## config.mk

```make
export PLATFORM = sky130hd
export DESIGN_NAME = stage3_pipe_ctrl
export DESIGN_NICKNAME = d
export VERILOG_FILES = /design/src/rv32i_types_pkg.sv /design/src/pipe_ctrl_pkg.sv /design/src/stage3_hazard_unit.sv /design/src/pc_unit.sv /design/src/pipe_stage_regs.sv /design/src/priv_trap_unit.sv /design/src/stage3_pipe_ctrl.sv
export SDC_FILE = /design/constraint.sdc
export NUM_CORES = 1
export LEC_CHECK = 0
export BUFFER_PORTS_ARGS = -buffer_cell sky130_fd_sc_hd__clkbuf_2
export CAP_MARGIN = 20
export CORE_UTILIZATION = 52
export CTS_CLUSTER_SIZE = 40
export DETAILED_ROUTE_END_ITERATION = 10
export GPL_TIMING_DRIVEN = 0
export PLACE_DENSITY = 0.92
export SLEW_MARGIN = 20
export SYNTH_ARGS = -nofsm -noshare
export SYNTH_HDL_FRONTEND = slang
export SYNTH_SLANG_ARGS = --single-unit
```

## constraint.sdc

```tcl
create_clock -name CLK -period 5 [get_ports CLK]
set_input_delay 0.5 -clock CLK [delete_from_list [all_inputs] [get_ports CLK]]
set_output_delay 0.5 -clock CLK [all_outputs]
set_load 0.02 [all_outputs]
```

## src/rv32i_types_pkg.sv

```systemverilog
// rv32i isa types
`default_nettype none

package rv32i_types_pkg;

    typedef logic [31:0] word_t;  // machine word, used for every pc and address

    // mcause exception codes, machine mode subset
    typedef enum logic [3:0] {
        CAUSE_INSN_FAULT  = 4'd1,   // instruction access fault
        CAUSE_ILLEGAL     = 4'd2,   // illegal instruction
        CAUSE_BREAKPOINT  = 4'd3,   // ebreak
        CAUSE_LOAD_FAULT  = 4'd5,   // load access fault
        CAUSE_STORE_FAULT = 4'd7,   // store/amo access fault
        CAUSE_ECALL       = 4'd11   // ecall from m-mode
    } cause_e;

    // machine external interrupt is code 11 as well
    // only mcause[31] tells it apart from ecall
    localparam cause_e CAUSE_EXT_INTR = CAUSE_ECALL;

endpackage

`default_nettype wire

```

## src/pipe_ctrl_pkg.sv

```systemverilog
// pipeline and trap control definitions
`default_nettype none

package pipe_ctrl_pkg;

    // fetch address after reset
    localparam rv32i_types_pkg::word_t RESET_PC    = 32'h0000_0200;
    // direct mode mtvec, not writable here
    localparam rv32i_types_pkg::word_t TRAP_VECTOR = 32'h0000_0100;
    localparam rv32i_types_pkg::word_t PC_STEP     = 32'd4;  // no compressed insns

    // trap unit state
    typedef enum logic {
        TRAP_IDLE    = 1'b0,  // normal execution, interrupts open
        TRAP_HANDLER = 1'b1   // inside handler until ret
    } trap_state_e;

endpackage

`default_nettype wire

```

## src/stage3_hazard_unit.sv

```systemverilog
// three stage hazard unit
`default_nettype none

module stage3_hazard_unit (
    // datapath status
    input  logic                   i_mem_busy,
    input  logic                   d_mem_busy,
    input  logic                   dren,         // load in memory stage
    input  logic                   dwen,         // store in memory stage
    input  logic                   ex_busy,      // multi-cycle op in execute
    input  logic                   fence_stall,
    input  logic                   halt,
    input  logic                   jump,
    input  logic                   branch,       // taken branch
    // fault sources
    input  logic                   fault_insn,
    input  logic                   illegal_insn,
    input  logic                   fault_l,
    input  logic                   fault_s,
    input  logic                   breakpoint,
    input  logic                   env,          // ecall
    input  logic                   ret,          // mret in execute
    input  logic                   intr,         // pending external interrupt
    input  logic                   intr_enable,  // from trap unit
    input  logic                   insert_pc,    // trap unit redirect
    // stage state
    input  logic                   valid_e,
    input  logic                   valid_m,
    input  rv32i_types_pkg::word_t pc_f,
    input  rv32i_types_pkg::word_t pc_e,
    input  rv32i_types_pkg::word_t pc_m,
    // pipeline controls
    output logic                   pc_en,
    output logic                   npc_sel,
    output logic                   if_ex_stall,
    output logic                   ex_mem_stall,
    output logic                   if_ex_flush,
    output logic                   ex_mem_flush,
    output logic                   suppress_iren,
    output logic                   suppress_data,
    output logic                   fetch_valid,
    // notifications to trap unit
    output logic                   exception,
    output logic                   intr_taken,
    output rv32i_types_pkg::word_t epc
);

    logic dmem_access;
    logic branch_jump;
    logic wait_for_imem;
    logic wait_for_dmem;
    logic ctrl_hazard;  // exception, taken interrupt or ret

    assign dmem_access   = dren || dwen;
    assign branch_jump   = branch || jump;
    assign wait_for_imem = i_mem_busy && !suppress_iren;
    assign wait_for_dmem = dmem_access && d_mem_busy && !suppress_data;

    assign npc_sel = branch_jump;

    // any fault is an exception, interrupts lose to exceptions
    assign exception = fault_insn | illegal_insn | fault_l | fault_s
                     | breakpoint | env;
    assign intr_taken  = intr && !exception && intr_enable;
    assign ctrl_hazard = exception || intr_taken || ret;

    // no fetch request while a redirect is pending
    assign suppress_iren = branch_jump || ctrl_hazard || insert_pc;
    assign suppress_data = exception;  // faulting access must not reach memory
    assign fetch_valid   = !wait_for_imem;

    // oldest valid insn takes the trap, interrupt lets the memory op retire
    assign epc = (valid_m && !intr_taken) ? pc_m :
                 (valid_e ? pc_e : pc_f);

    // memory stage slow or halted, everyone waits
    assign ex_mem_stall = wait_for_dmem
                       || fence_stall
                       || halt;

    assign if_ex_stall = ex_mem_stall               // later stage stuck
                      || fence_stall
                      || (ex_busy && !ctrl_hazard); // control hazard beats busy X

    assign if_ex_flush = ctrl_hazard
                      || branch_jump
                      || (wait_for_imem && !ex_mem_stall);  // bubble while fetch lags

    assign ex_mem_flush = ctrl_hazard
                       || branch_jump
                       || (if_ex_stall && !ex_mem_stall);   // bubble behind busy X

    // pc moves when fetch can hand off, or on any redirect
    assign pc_en = (!if_ex_stall && !wait_for_imem)
                || branch_jump
                || insert_pc
                || ret;

    always_comb begin
        // a halted pipe must not see redirects
        assert final (!halt || !((if_ex_stall && if_ex_flush)
                              || (ex_mem_stall && ex_mem_flush)))
            else $error("stall and flush together during halt");
    end

endmodule

`default_nettype wire

```

## src/pc_unit.sv

```systemverilog
// fetch pc register
`default_nettype none

module pc_unit (
    input  logic                   CLK,
    input  logic                   rst_n,
    input  logic                   pc_en,
    input  logic                   npc_sel,        // branch or jump taken
    input  logic                   insert_pc,      // trap or return redirect
    input  rv32i_types_pkg::word_t branch_target,
    input  rv32i_types_pkg::word_t priv_pc,
    output rv32i_types_pkg::word_t pc_f
);
    import rv32i_types_pkg::*;
    import pipe_ctrl_pkg::*;

    word_t npc;

    // trap redirect wins over branch, branch over sequential
    always_comb begin
        if (insert_pc)
            npc = priv_pc;
        else if (npc_sel)
            npc = branch_target;
        else
            npc = pc_f + PC_STEP;
    end

    always_ff @(posedge CLK or negedge rst_n) begin
        if (!rst_n)
            pc_f <= RESET_PC;
        else if (pc_en)
            pc_f <= npc;  // holds otherwise
    end

    // targets and vectors from outside must keep fetch aligned
    assert property (@(posedge CLK) disable iff (!rst_n)
        pc_en |=> (pc_f[1:0] == 2'b00))
        else $error("pc_f lost word alignment");

endmodule

`default_nettype wire

```

## src/pipe_stage_regs.sv

```systemverilog
// fetch/execute and execute/memory latches
`default_nettype none

module pipe_stage_regs (
    input  logic                   CLK,
    input  logic                   rst_n,
    input  logic                   if_ex_stall,
    input  logic                   ex_mem_stall,
    input  logic                   if_ex_flush,
    input  logic                   ex_mem_flush,
    input  logic                   fetch_valid,   // fetch has an insn this cycle
    input  rv32i_types_pkg::word_t pc_f,
    output logic                   valid_e,
    output logic                   valid_m,
    output rv32i_types_pkg::word_t pc_e,
    output rv32i_types_pkg::word_t pc_m
);

    // valid bits, flush beats stall
    always_ff @(posedge CLK or negedge rst_n) begin
        if (!rst_n) begin
            valid_e <= 1'b0;
            valid_m <= 1'b0;
        end else begin
            if (if_ex_flush)
                valid_e <= 1'b0;         // bubble into execute
            else if (!if_ex_stall)
                valid_e <= fetch_valid;

            if (ex_mem_flush)
                valid_m <= 1'b0;         // bubble into memory
            else if (!ex_mem_stall)
                valid_m <= valid_e;
        end
    end

    // pc payload follows the valid bit, meaningless when invalid
    always_ff @(posedge CLK) begin
        if (!if_ex_stall)
            pc_e <= pc_f;
        if (!ex_mem_stall)
            pc_m <= pc_e;
    end

    // execute must not move on while memory holds, or its insn is lost
    assert property (@(posedge CLK) disable iff (!rst_n)
        ex_mem_stall |-> if_ex_stall)
        else $error("ex_mem_stall without if_ex_stall");

endmodule

`default_nettype wire

```

## src/priv_trap_unit.sv

```systemverilog
// machine mode trap unit
`default_nettype none

module priv_trap_unit (
    input  logic                   CLK,
    input  logic                   rst_n,
    input  logic                   exception,
    input  logic                   intr_taken,
    input  logic                   ret,
    input  logic                   fault_insn,
    input  logic                   illegal_insn,
    input  logic                   fault_l,
    input  logic                   fault_s,
    input  logic                   breakpoint,
    input  logic                   env,
    input  rv32i_types_pkg::word_t epc,
    output logic                   insert_pc,
    output logic                   intr_enable,
    output logic                   trap_active,
    output rv32i_types_pkg::word_t priv_pc,
    output rv32i_types_pkg::word_t mepc,
    output rv32i_types_pkg::word_t mcause
);
    import rv32i_types_pkg::*;
    import pipe_ctrl_pkg::*;

    trap_state_e state;
    cause_e      cause;
    logic        trap_take;

    assign trap_take = exception || intr_taken;

    // cause priority, insn side first
    always_comb begin
        if (fault_insn)
            cause = CAUSE_INSN_FAULT;
        else if (illegal_insn)
            cause = CAUSE_ILLEGAL;
        else if (breakpoint)
            cause = CAUSE_BREAKPOINT;
        else if (env)
            cause = CAUSE_ECALL;
        else if (fault_l)
            cause = CAUSE_LOAD_FAULT;
        else if (fault_s)
            cause = CAUSE_STORE_FAULT;
        else
            cause = CAUSE_EXT_INTR;  // only reached on an interrupt
    end

    assign insert_pc   = trap_take || ret;
    assign priv_pc     = (ret && !trap_take) ? mepc : TRAP_VECTOR;  // trap wins
    assign intr_enable = (state == TRAP_IDLE);  // no nesting
    assign trap_active = (state == TRAP_HANDLER);

    always_ff @(posedge CLK or negedge rst_n) begin
        if (!rst_n) begin
            state  <= TRAP_IDLE;
            mepc   <= '0;
            mcause <= '0;
        end else if (trap_take) begin
            state  <= TRAP_HANDLER;
            mepc   <= epc;
            mcause <= {intr_taken, 27'd0, cause};  // bit 31 marks interrupt
        end else if (ret) begin
            state  <= TRAP_IDLE;
        end
    end

    // mret outside a handler has nowhere to return to
    assert property (@(posedge CLK) disable iff (!rst_n)
        ret |-> (state == TRAP_HANDLER))
        else $error("ret seen in TRAP_IDLE");

endmodule

`default_nettype wire

```

## src/stage3_pipe_ctrl.sv

```systemverilog
// three stage pipeline control top
`default_nettype none

module stage3_pipe_ctrl (
    input  logic                   CLK,
    input  logic                   rst_n,
    input  logic                   i_mem_busy,
    input  logic                   d_mem_busy,
    input  logic                   dren,
    input  logic                   dwen,
    input  logic                   ex_busy,
    input  logic                   fence_stall,
    input  logic                   halt,
    input  logic                   jump,
    input  logic                   branch,
    input  logic                   fault_insn,
    input  logic                   illegal_insn,
    input  logic                   fault_l,
    input  logic                   fault_s,
    input  logic                   breakpoint,
    input  logic                   env,
    input  logic                   ret,
    input  logic                   intr,
    input  rv32i_types_pkg::word_t branch_target,
    output rv32i_types_pkg::word_t pc_f,
    output logic                   valid_e,
    output rv32i_types_pkg::word_t pc_e,
    output logic                   valid_m,
    output rv32i_types_pkg::word_t pc_m,
    output logic                   if_ex_stall,
    output logic                   ex_mem_stall,
    output logic                   if_ex_flush,
    output logic                   ex_mem_flush,
    output logic                   suppress_iren,
    output logic                   suppress_data,
    output logic                   trap_active,
    output rv32i_types_pkg::word_t mepc,
    output rv32i_types_pkg::word_t mcause
);
    import rv32i_types_pkg::*;

    logic  pc_en;
    logic  npc_sel;
    logic  fetch_valid;
    logic  exception;
    logic  intr_taken;
    logic  insert_pc;
    logic  intr_enable;
    word_t epc;
    word_t priv_pc;

    // all stall/flush decisions, zero latency
    stage3_hazard_unit hazard_i (
        .i_mem_busy   (i_mem_busy),
        .d_mem_busy   (d_mem_busy),
        .dren         (dren),
        .dwen         (dwen),
        .ex_busy      (ex_busy),
        .fence_stall  (fence_stall),
        .halt         (halt),
        .jump         (jump),
        .branch       (branch),
        .fault_insn   (fault_insn),
        .illegal_insn (illegal_insn),
        .fault_l      (fault_l),
        .fault_s      (fault_s),
        .breakpoint   (breakpoint),
        .env          (env),
        .ret          (ret),
        .intr         (intr),
        .intr_enable  (intr_enable),
        .insert_pc    (insert_pc),
        .valid_e      (valid_e),
        .valid_m      (valid_m),
        .pc_f         (pc_f),
        .pc_e         (pc_e),
        .pc_m         (pc_m),
        .pc_en        (pc_en),
        .npc_sel      (npc_sel),
        .if_ex_stall  (if_ex_stall),
        .ex_mem_stall (ex_mem_stall),
        .if_ex_flush  (if_ex_flush),
        .ex_mem_flush (ex_mem_flush),
        .suppress_iren(suppress_iren),
        .suppress_data(suppress_data),
        .fetch_valid  (fetch_valid),
        .exception    (exception),
        .intr_taken   (intr_taken),
        .epc          (epc)
    );

    pc_unit pc_i (
        .CLK          (CLK),
        .rst_n        (rst_n),
        .pc_en        (pc_en),
        .npc_sel      (npc_sel),
        .insert_pc    (insert_pc),
        .branch_target(branch_target),
        .priv_pc      (priv_pc),
        .pc_f         (pc_f)
    );

    pipe_stage_regs regs_i (
        .CLK          (CLK),
        .rst_n        (rst_n),
        .if_ex_stall  (if_ex_stall),
        .ex_mem_stall (ex_mem_stall),
        .if_ex_flush  (if_ex_flush),
        .ex_mem_flush (ex_mem_flush),
        .fetch_valid  (fetch_valid),
        .pc_f         (pc_f),
        .valid_e      (valid_e),
        .valid_m      (valid_m),
        .pc_e         (pc_e),
        .pc_m         (pc_m)
    );

    // mepc/mcause and redirect target
    priv_trap_unit trap_i (
        .CLK          (CLK),
        .rst_n        (rst_n),
        .exception    (exception),
        .intr_taken   (intr_taken),
        .ret          (ret),
        .fault_insn   (fault_insn),
        .illegal_insn (illegal_insn),
        .fault_l      (fault_l),
        .fault_s      (fault_s),
        .breakpoint   (breakpoint),
        .env          (env),
        .epc          (epc),
        .insert_pc    (insert_pc),
        .intr_enable  (intr_enable),
        .trap_active  (trap_active),
        .priv_pc      (priv_pc),
        .mepc         (mepc),
        .mcause       (mcause)
    );

endmodule

`default_nettype wire

```

### Yosys cells after proc, flatten, opt, wreduce, memory -nomap -nowiden

Cells that the tools add are included.

* add/sub/neg operators: 1
* equal/unequal tests: 2
* muxes and demuxes: 17
* bitwise gates (word level): 6
* reduce and logical (&&, ||, !) cells: 35

Operators with widths (count)
* 32-bit two-way mux: 5
* 32-bit by 3-bit adder with 32-bit output, second input constant: 1
* 4-bit two-way mux: 6
* 1-bit logical OR: 15
* 1-bit logical AND: 11
* 1-bit zero test: 8
* 1-bit two-way mux: 6
* 1-bit OR: 5
* 2-bit inequality test, second input constant: 2
* 2-bit nonzero test: 1
* 1-bit NOT: 1

* register bits after elaboration: 136
* input bits: 51
* output and inout bits: 169
* word-level logic and storage cells: 69

### Depth between registers and ports, before layout

* word-level depth: 19
* mapped depth: 8

### Cells and area by module

From an unflattened synthesis, not the netlist that was laid out.

* cells, all modules: 656
* area total of the unflattened synthesis: 7314.5 µm²

By module, submodules not included
* pc_unit: times used 1, cells each 294, area an instance 2448.6 µm²
* priv_trap_unit: times used 1, cells each 160, area an instance 2048.2 µm²
* pipe_stage_regs: times used 1, cells each 72, area an instance 2006.9 µm²
* stage3_hazard_unit: times used 1, cells each 130, area an instance 810.8 µm²

### Worst setup path after synthesis

OpenSTA, ideal clock, no wires.

* path kind: input port to output port
* start: in dwen
* end: out ex_mem_flush
* data arrival time: 4585 ps
* setup slack: -85 ps
* stages: 5
* buffers on the path: 0
* cell sequence: o21ai_0 > nor3_1 > nor3_1 > inv_1 > o21ai_0

* cells in the longest elaborated chain, start to end: 9
* elaborated cells on any way between the ends: 10

RTL lines
* start: declaration: line stage3_pipe_ctrl.sv:10 `input logic dwen,`
* 1-bit logical OR *: line stage3_hazard_unit.sv:54 `assign dmem_access = dren || dwen;`
* 1-bit logical AND * (2 in a row): line stage3_hazard_unit.sv:57 `assign wait_for_dmem = dmem_access && d_mem_busy && !suppress_data;`
* 1-bit logical OR *: line stage3_hazard_unit.sv:78 `|| fence_stall`
* 1-bit logical OR *: line stage3_hazard_unit.sv:79 `|| halt;`
* named net ex_mem_stall: line stage3_pipe_ctrl.sv:31 `output logic ex_mem_stall,`
* 1-bit logical OR: line stage3_hazard_unit.sv:82 `|| fence_stall`
* 1-bit logical OR: line stage3_hazard_unit.sv:83 `|| (ex_busy && !ctrl_hazard);`
* 1-bit logical AND *: line stage3_hazard_unit.sv:91 `|| (if_ex_stall && !ex_mem_stall);`
* 1-bit logical OR *: line stage3_hazard_unit.sv:91
* end: declaration: line stage3_pipe_ctrl.sv:33 `output logic ex_mem_flush,`

Mark *: on every way through the listed nets, which the timed path passes. The rest lies on a longest branch.

### Worst setup path in the final report

* start: in illegal_insn
* end: out if_ex_flush

* cells in the longest elaborated chain, start to end: 16
* elaborated cells on any way between the ends: 20

RTL lines
* start: declaration: line stage3_pipe_ctrl.sv:17 `input logic illegal_insn,`
* 1-bit OR * (3 in a row): line stage3_hazard_unit.sv:62 `assign exception = fault_insn | illegal_insn | fault_l | fault_s`
* 1-bit OR * (2 in a row): line stage3_hazard_unit.sv:63 `| breakpoint | env;`
* 1-bit zero test: line stage3_hazard_unit.sv:57, stage3_hazard_unit.sv:64
* 1-bit logical AND (2 in a row): line stage3_hazard_unit.sv:64 `assign intr_taken = intr && !exception && intr_enable;`
* 1-bit logical OR: line stage3_hazard_unit.sv:65, priv_trap_unit.sv:31
* 1-bit logical OR: line stage3_hazard_unit.sv:65, priv_trap_unit.sv:51
* 1-bit logical OR: line stage3_hazard_unit.sv:68, stage3_hazard_unit.sv:86
* 1-bit logical OR: line stage3_hazard_unit.sv:68 `assign suppress_iren = branch_jump || ctrl_hazard || insert_pc;`
* 1-bit zero test: line stage3_hazard_unit.sv:56 `assign wait_for_imem = i_mem_busy && !suppress_iren;`
* 1-bit logical AND: line stage3_hazard_unit.sv:56
* 1-bit logical AND: line stage3_hazard_unit.sv:87 `|| (wait_for_imem && !ex_mem_stall);`
* 1-bit logical OR *: line stage3_hazard_unit.sv:87
* end: declaration: line stage3_pipe_ctrl.sv:32 `output logic if_ex_flush,`

Every way passes the cells marked *; elsewhere a longest branch is shown, timed or not.

==> out/qor.txt <==
Syn Area/Cell -> 10.9 µm²
skew final -> 0.00659 ns
# H-tree levels -> 4
Static Leak -> 4.05 nW
setup TNS -> 0 ns
clock-pin transition on the worst setup and hold timing paths -> 0.06 ns
I/O pin count -> 220
r2r worst-path depth -> 4
CTS tree -> yes
Yosys cell types -> 68
status -> complete, no violations
Cell Count, Final, Fillers Out -> 1,075
final setup margin -> 1.64 ns
most used cell, CP -> clkbuf_2
top cells by area, synth -> edfxtp_1, dfrtp_1, o21ai_2
Metal-1 WL -> 8.65 mm
IO Port Bufs -> 192
die width -> 118 µm
crit start category -> input port
Worst-Margin Slew -> 0.887 ns
Fin. Hold Viols -> 0
CTS Buf Count -> 17
final setup fails -> 0
wire length per cell -> 19.5 µm
layout filler cell count -> 1,000
Hold Path Class -> input port to asynchronous set/reset pin
number of core rows -> 42
DIE AREA -> 0.0139 mm²
Antenna diodes -> 0
crit-path max cell delay -> 0.64 ns
FMAX -> 298 MHz
worst path cell trace -> clkbuf_2 > nor4_2 > nand4_2 > nor2_1 > inv_1 > a21o_1 > clkbuf_2
r2r setup slk -> 2.39 ns
initial DRC count -> 754
Placed Area -> 0.00840 mm²
Final min period -> 3.36 ns
Slew HR -> 40.2%
vias in the first global route -> 5,980
CTS root buffer -> clkbuf_16
Synth async-reset ratio -> 52.9%
clk_lat worst skew -> 0.43 ns
final-report max-slew violation count -> 0
ANT nets after route -> 0
GRT overflow -> 0
Yosys reg bits -> 136
DR pass1 iterations -> 6
met3 wire len -> 2.02 mm
CTS Hold Bufs -> 0
commonest non-fill, non-tap cell in the layout -> clkbuf_2
Mapped Cells -> 644
pin count of the biggest net entering global routing -> 48
FF-to-FF Start -> trap_i.trap_active$_DFFE_PN0N_
routed vias -> 6,340
max layer used -> met4
Yosys warnings -> 0
Vias/cell -> 5.90
clock sinks -> 136
Critical Path RT -> 4.50 ns
gr usage total -> 31.0%
maxcap violations -> 0
most frequent cells in the layout -> clkbuf_2, nand2_1, dfrtp_1
post-place setup slack -> 1.67 ns
post-CTS setup buffers -> 0
Seq/Total Area, Yosys -> 53.2%
routability-driven placement congestion ratio -> 0.925
antenna violations before repair -> 0
RSZ-0062 raised after global routing -> no
post-synth top area cell -> edfxtp_1
DRC violations left -> 0
Inst Count DP -> 1,043
ys flop type -> dfrtp_1
Chip Height -> 118 µm
crit path max-delay cell type -> nor2_1
EDFF count, synth -> 64
pwr dens -> 303 mW/mm²
Nets -> 938
WL met2 -> 9.57 mm
crit-path max FO -> 8
Synth top area share -> 27.4%
CP endpoint kind -> primary output
crit path DAT -> 2.86 ns
Post-CTS Resized -> 0
post-route cell area -> 0.00901 mm²
CTS max path bufs -> 2
P&R area growth vs syn -> 28.6%
R2R Path End -> regs_i.pc_e[21]$_DFFE_PP_
Post-Route WL -> 21.0 mm
Post-DP HPWL -> 15.3 mm
Cell Area, Synth -> 0.00701 mm²
Worst Setup Path Type -> input port to primary output
Initial Utilization -> 53.1%
share of cells above drive strength 1 -> 38.8%
first-pass GRT wire length -> 32.7 mm
Core ar. -> 0.0132 mm²
Worst IR Drop VDD -> 212 µV
fin crit share -> 67.2%
==> per-layer routing <==
layer / track usage, % / vias up
li1: - / 2823
met1: 43.1 / 3011
met2: 47.0 / 428
met3: 6.35 / 78
met4: 13.9 / 0
met5: 0 / -
==> flip-flops by register name (all words and copies together), names as in the netlist <==
name,flops
pc_i.pc_f,32
regs_i.pc_e,32
regs_i.pc_m,32
regs_i.valid_e,1
regs_i.valid_m,1
trap_i.mcause,5
trap_i.mepc,32
trap_i.trap_active,1
==> area by class of cell <==
class / instances / area [µm²] / area share (%)
multi-input cells: 453 / 2900 / 32.2
plain buffers: 70 / 464 / 5.15
repair buffers: 197 / 1050 / 11.6
inverters: 11 / 41.3 / 0.458
flip-flops and latches: 136 / 3720 / 41.3
well taps: 176 / 220 / 2.44
clock inverters: 10 / 149 / 1.65
clock buffers: 22 / 464 / 5.15
==> synthesized netlist by cell type (5+ instances only) <==
master	number
a211oi_1	5
nand3_1	16
buf_4	32
nand2_2	8
nor2_1	39
nand4_1	11
nand2_1	91
clkbuf_1	14
a2bb2oi_1	5
o21ai_1	23
mux2i_1	31
o31ai_1	9
o211ai_1	5
xnor2_1	7
a221o_1	5
o21ai_0	11
a21oi_1	15
and3_1	5
buf_2	11
inv_1	11
o21ai_2	45
xor2_1	5
buf_6	9
edfxtp_1	64
dfrtp_1	71
a31oi_1	13
nor3_1	9
==> kinds of logic (layout without fill, tap and decap cells) <==
group                      Yosys count  count (layout)  synth area share, %
AOI/OAI and AO/OA                  175             175                 18.7
other                                1              27               0.0535
muxes                               31              31                 4.43
and+or+nand+nor                    207             207                 14.7
adders and majority gates            1               1                0.179
xor gates and xnor gates            12              12                 1.50
DFF                                136             136                 53.2
buffers and inverters               81             310                 7.21
==> worst max-delay path: cells and delay by family <==
kind	cells	cell delay [ns]
and+or+nand+nor	3	1.70
buffers and inverters	3	0.44
AOI/OAI and AO/OA	1	0.20
==> power breakdown <==
part	leakage (nW)	internal (W)	switching [W]
Combinational	2.15	0.0000669	0.000129
Sequential	1.60	0.00119	0.0000166
Clock	0.297	0.000854	0.000472
==> per-stage QoR <==
stage	hold slack, ns	utilization [%]	total power (W)
global placement	0.457	62.9	0.00141
floorplan	0.204	-	0.00134
CTS	0.0310	68.3	0.00274
finish	0.0193	68.3	0.00273
global route	0.0433	68.3	0.00281
detailed placement	0.465	63.7	0.00143
==> worst max-delay path by stage <==
| stage | endpoint | depth (start not counted) | from | slack (ns) |
|---|---|---|---|---|
| 3_5_place_dp | if_ex_flush | 7 | illegal_insn | 1.67 |
| 3_3_place_gp | if_ex_stall | 6 | dwen | -1.57 |
| 5_1_grt | if_ex_flush | 7 | illegal_insn | 1.55 |
| 2_1_floorplan | if_ex_stall | 4 | intr | 0.11 |
| 6_report | if_ex_flush | 7 | illegal_insn | 1.64 |
| 4_1_cts | if_ex_flush | 7 | illegal_insn | 1.66 |
No activity file was read; power rests on OpenSTA's default activity.
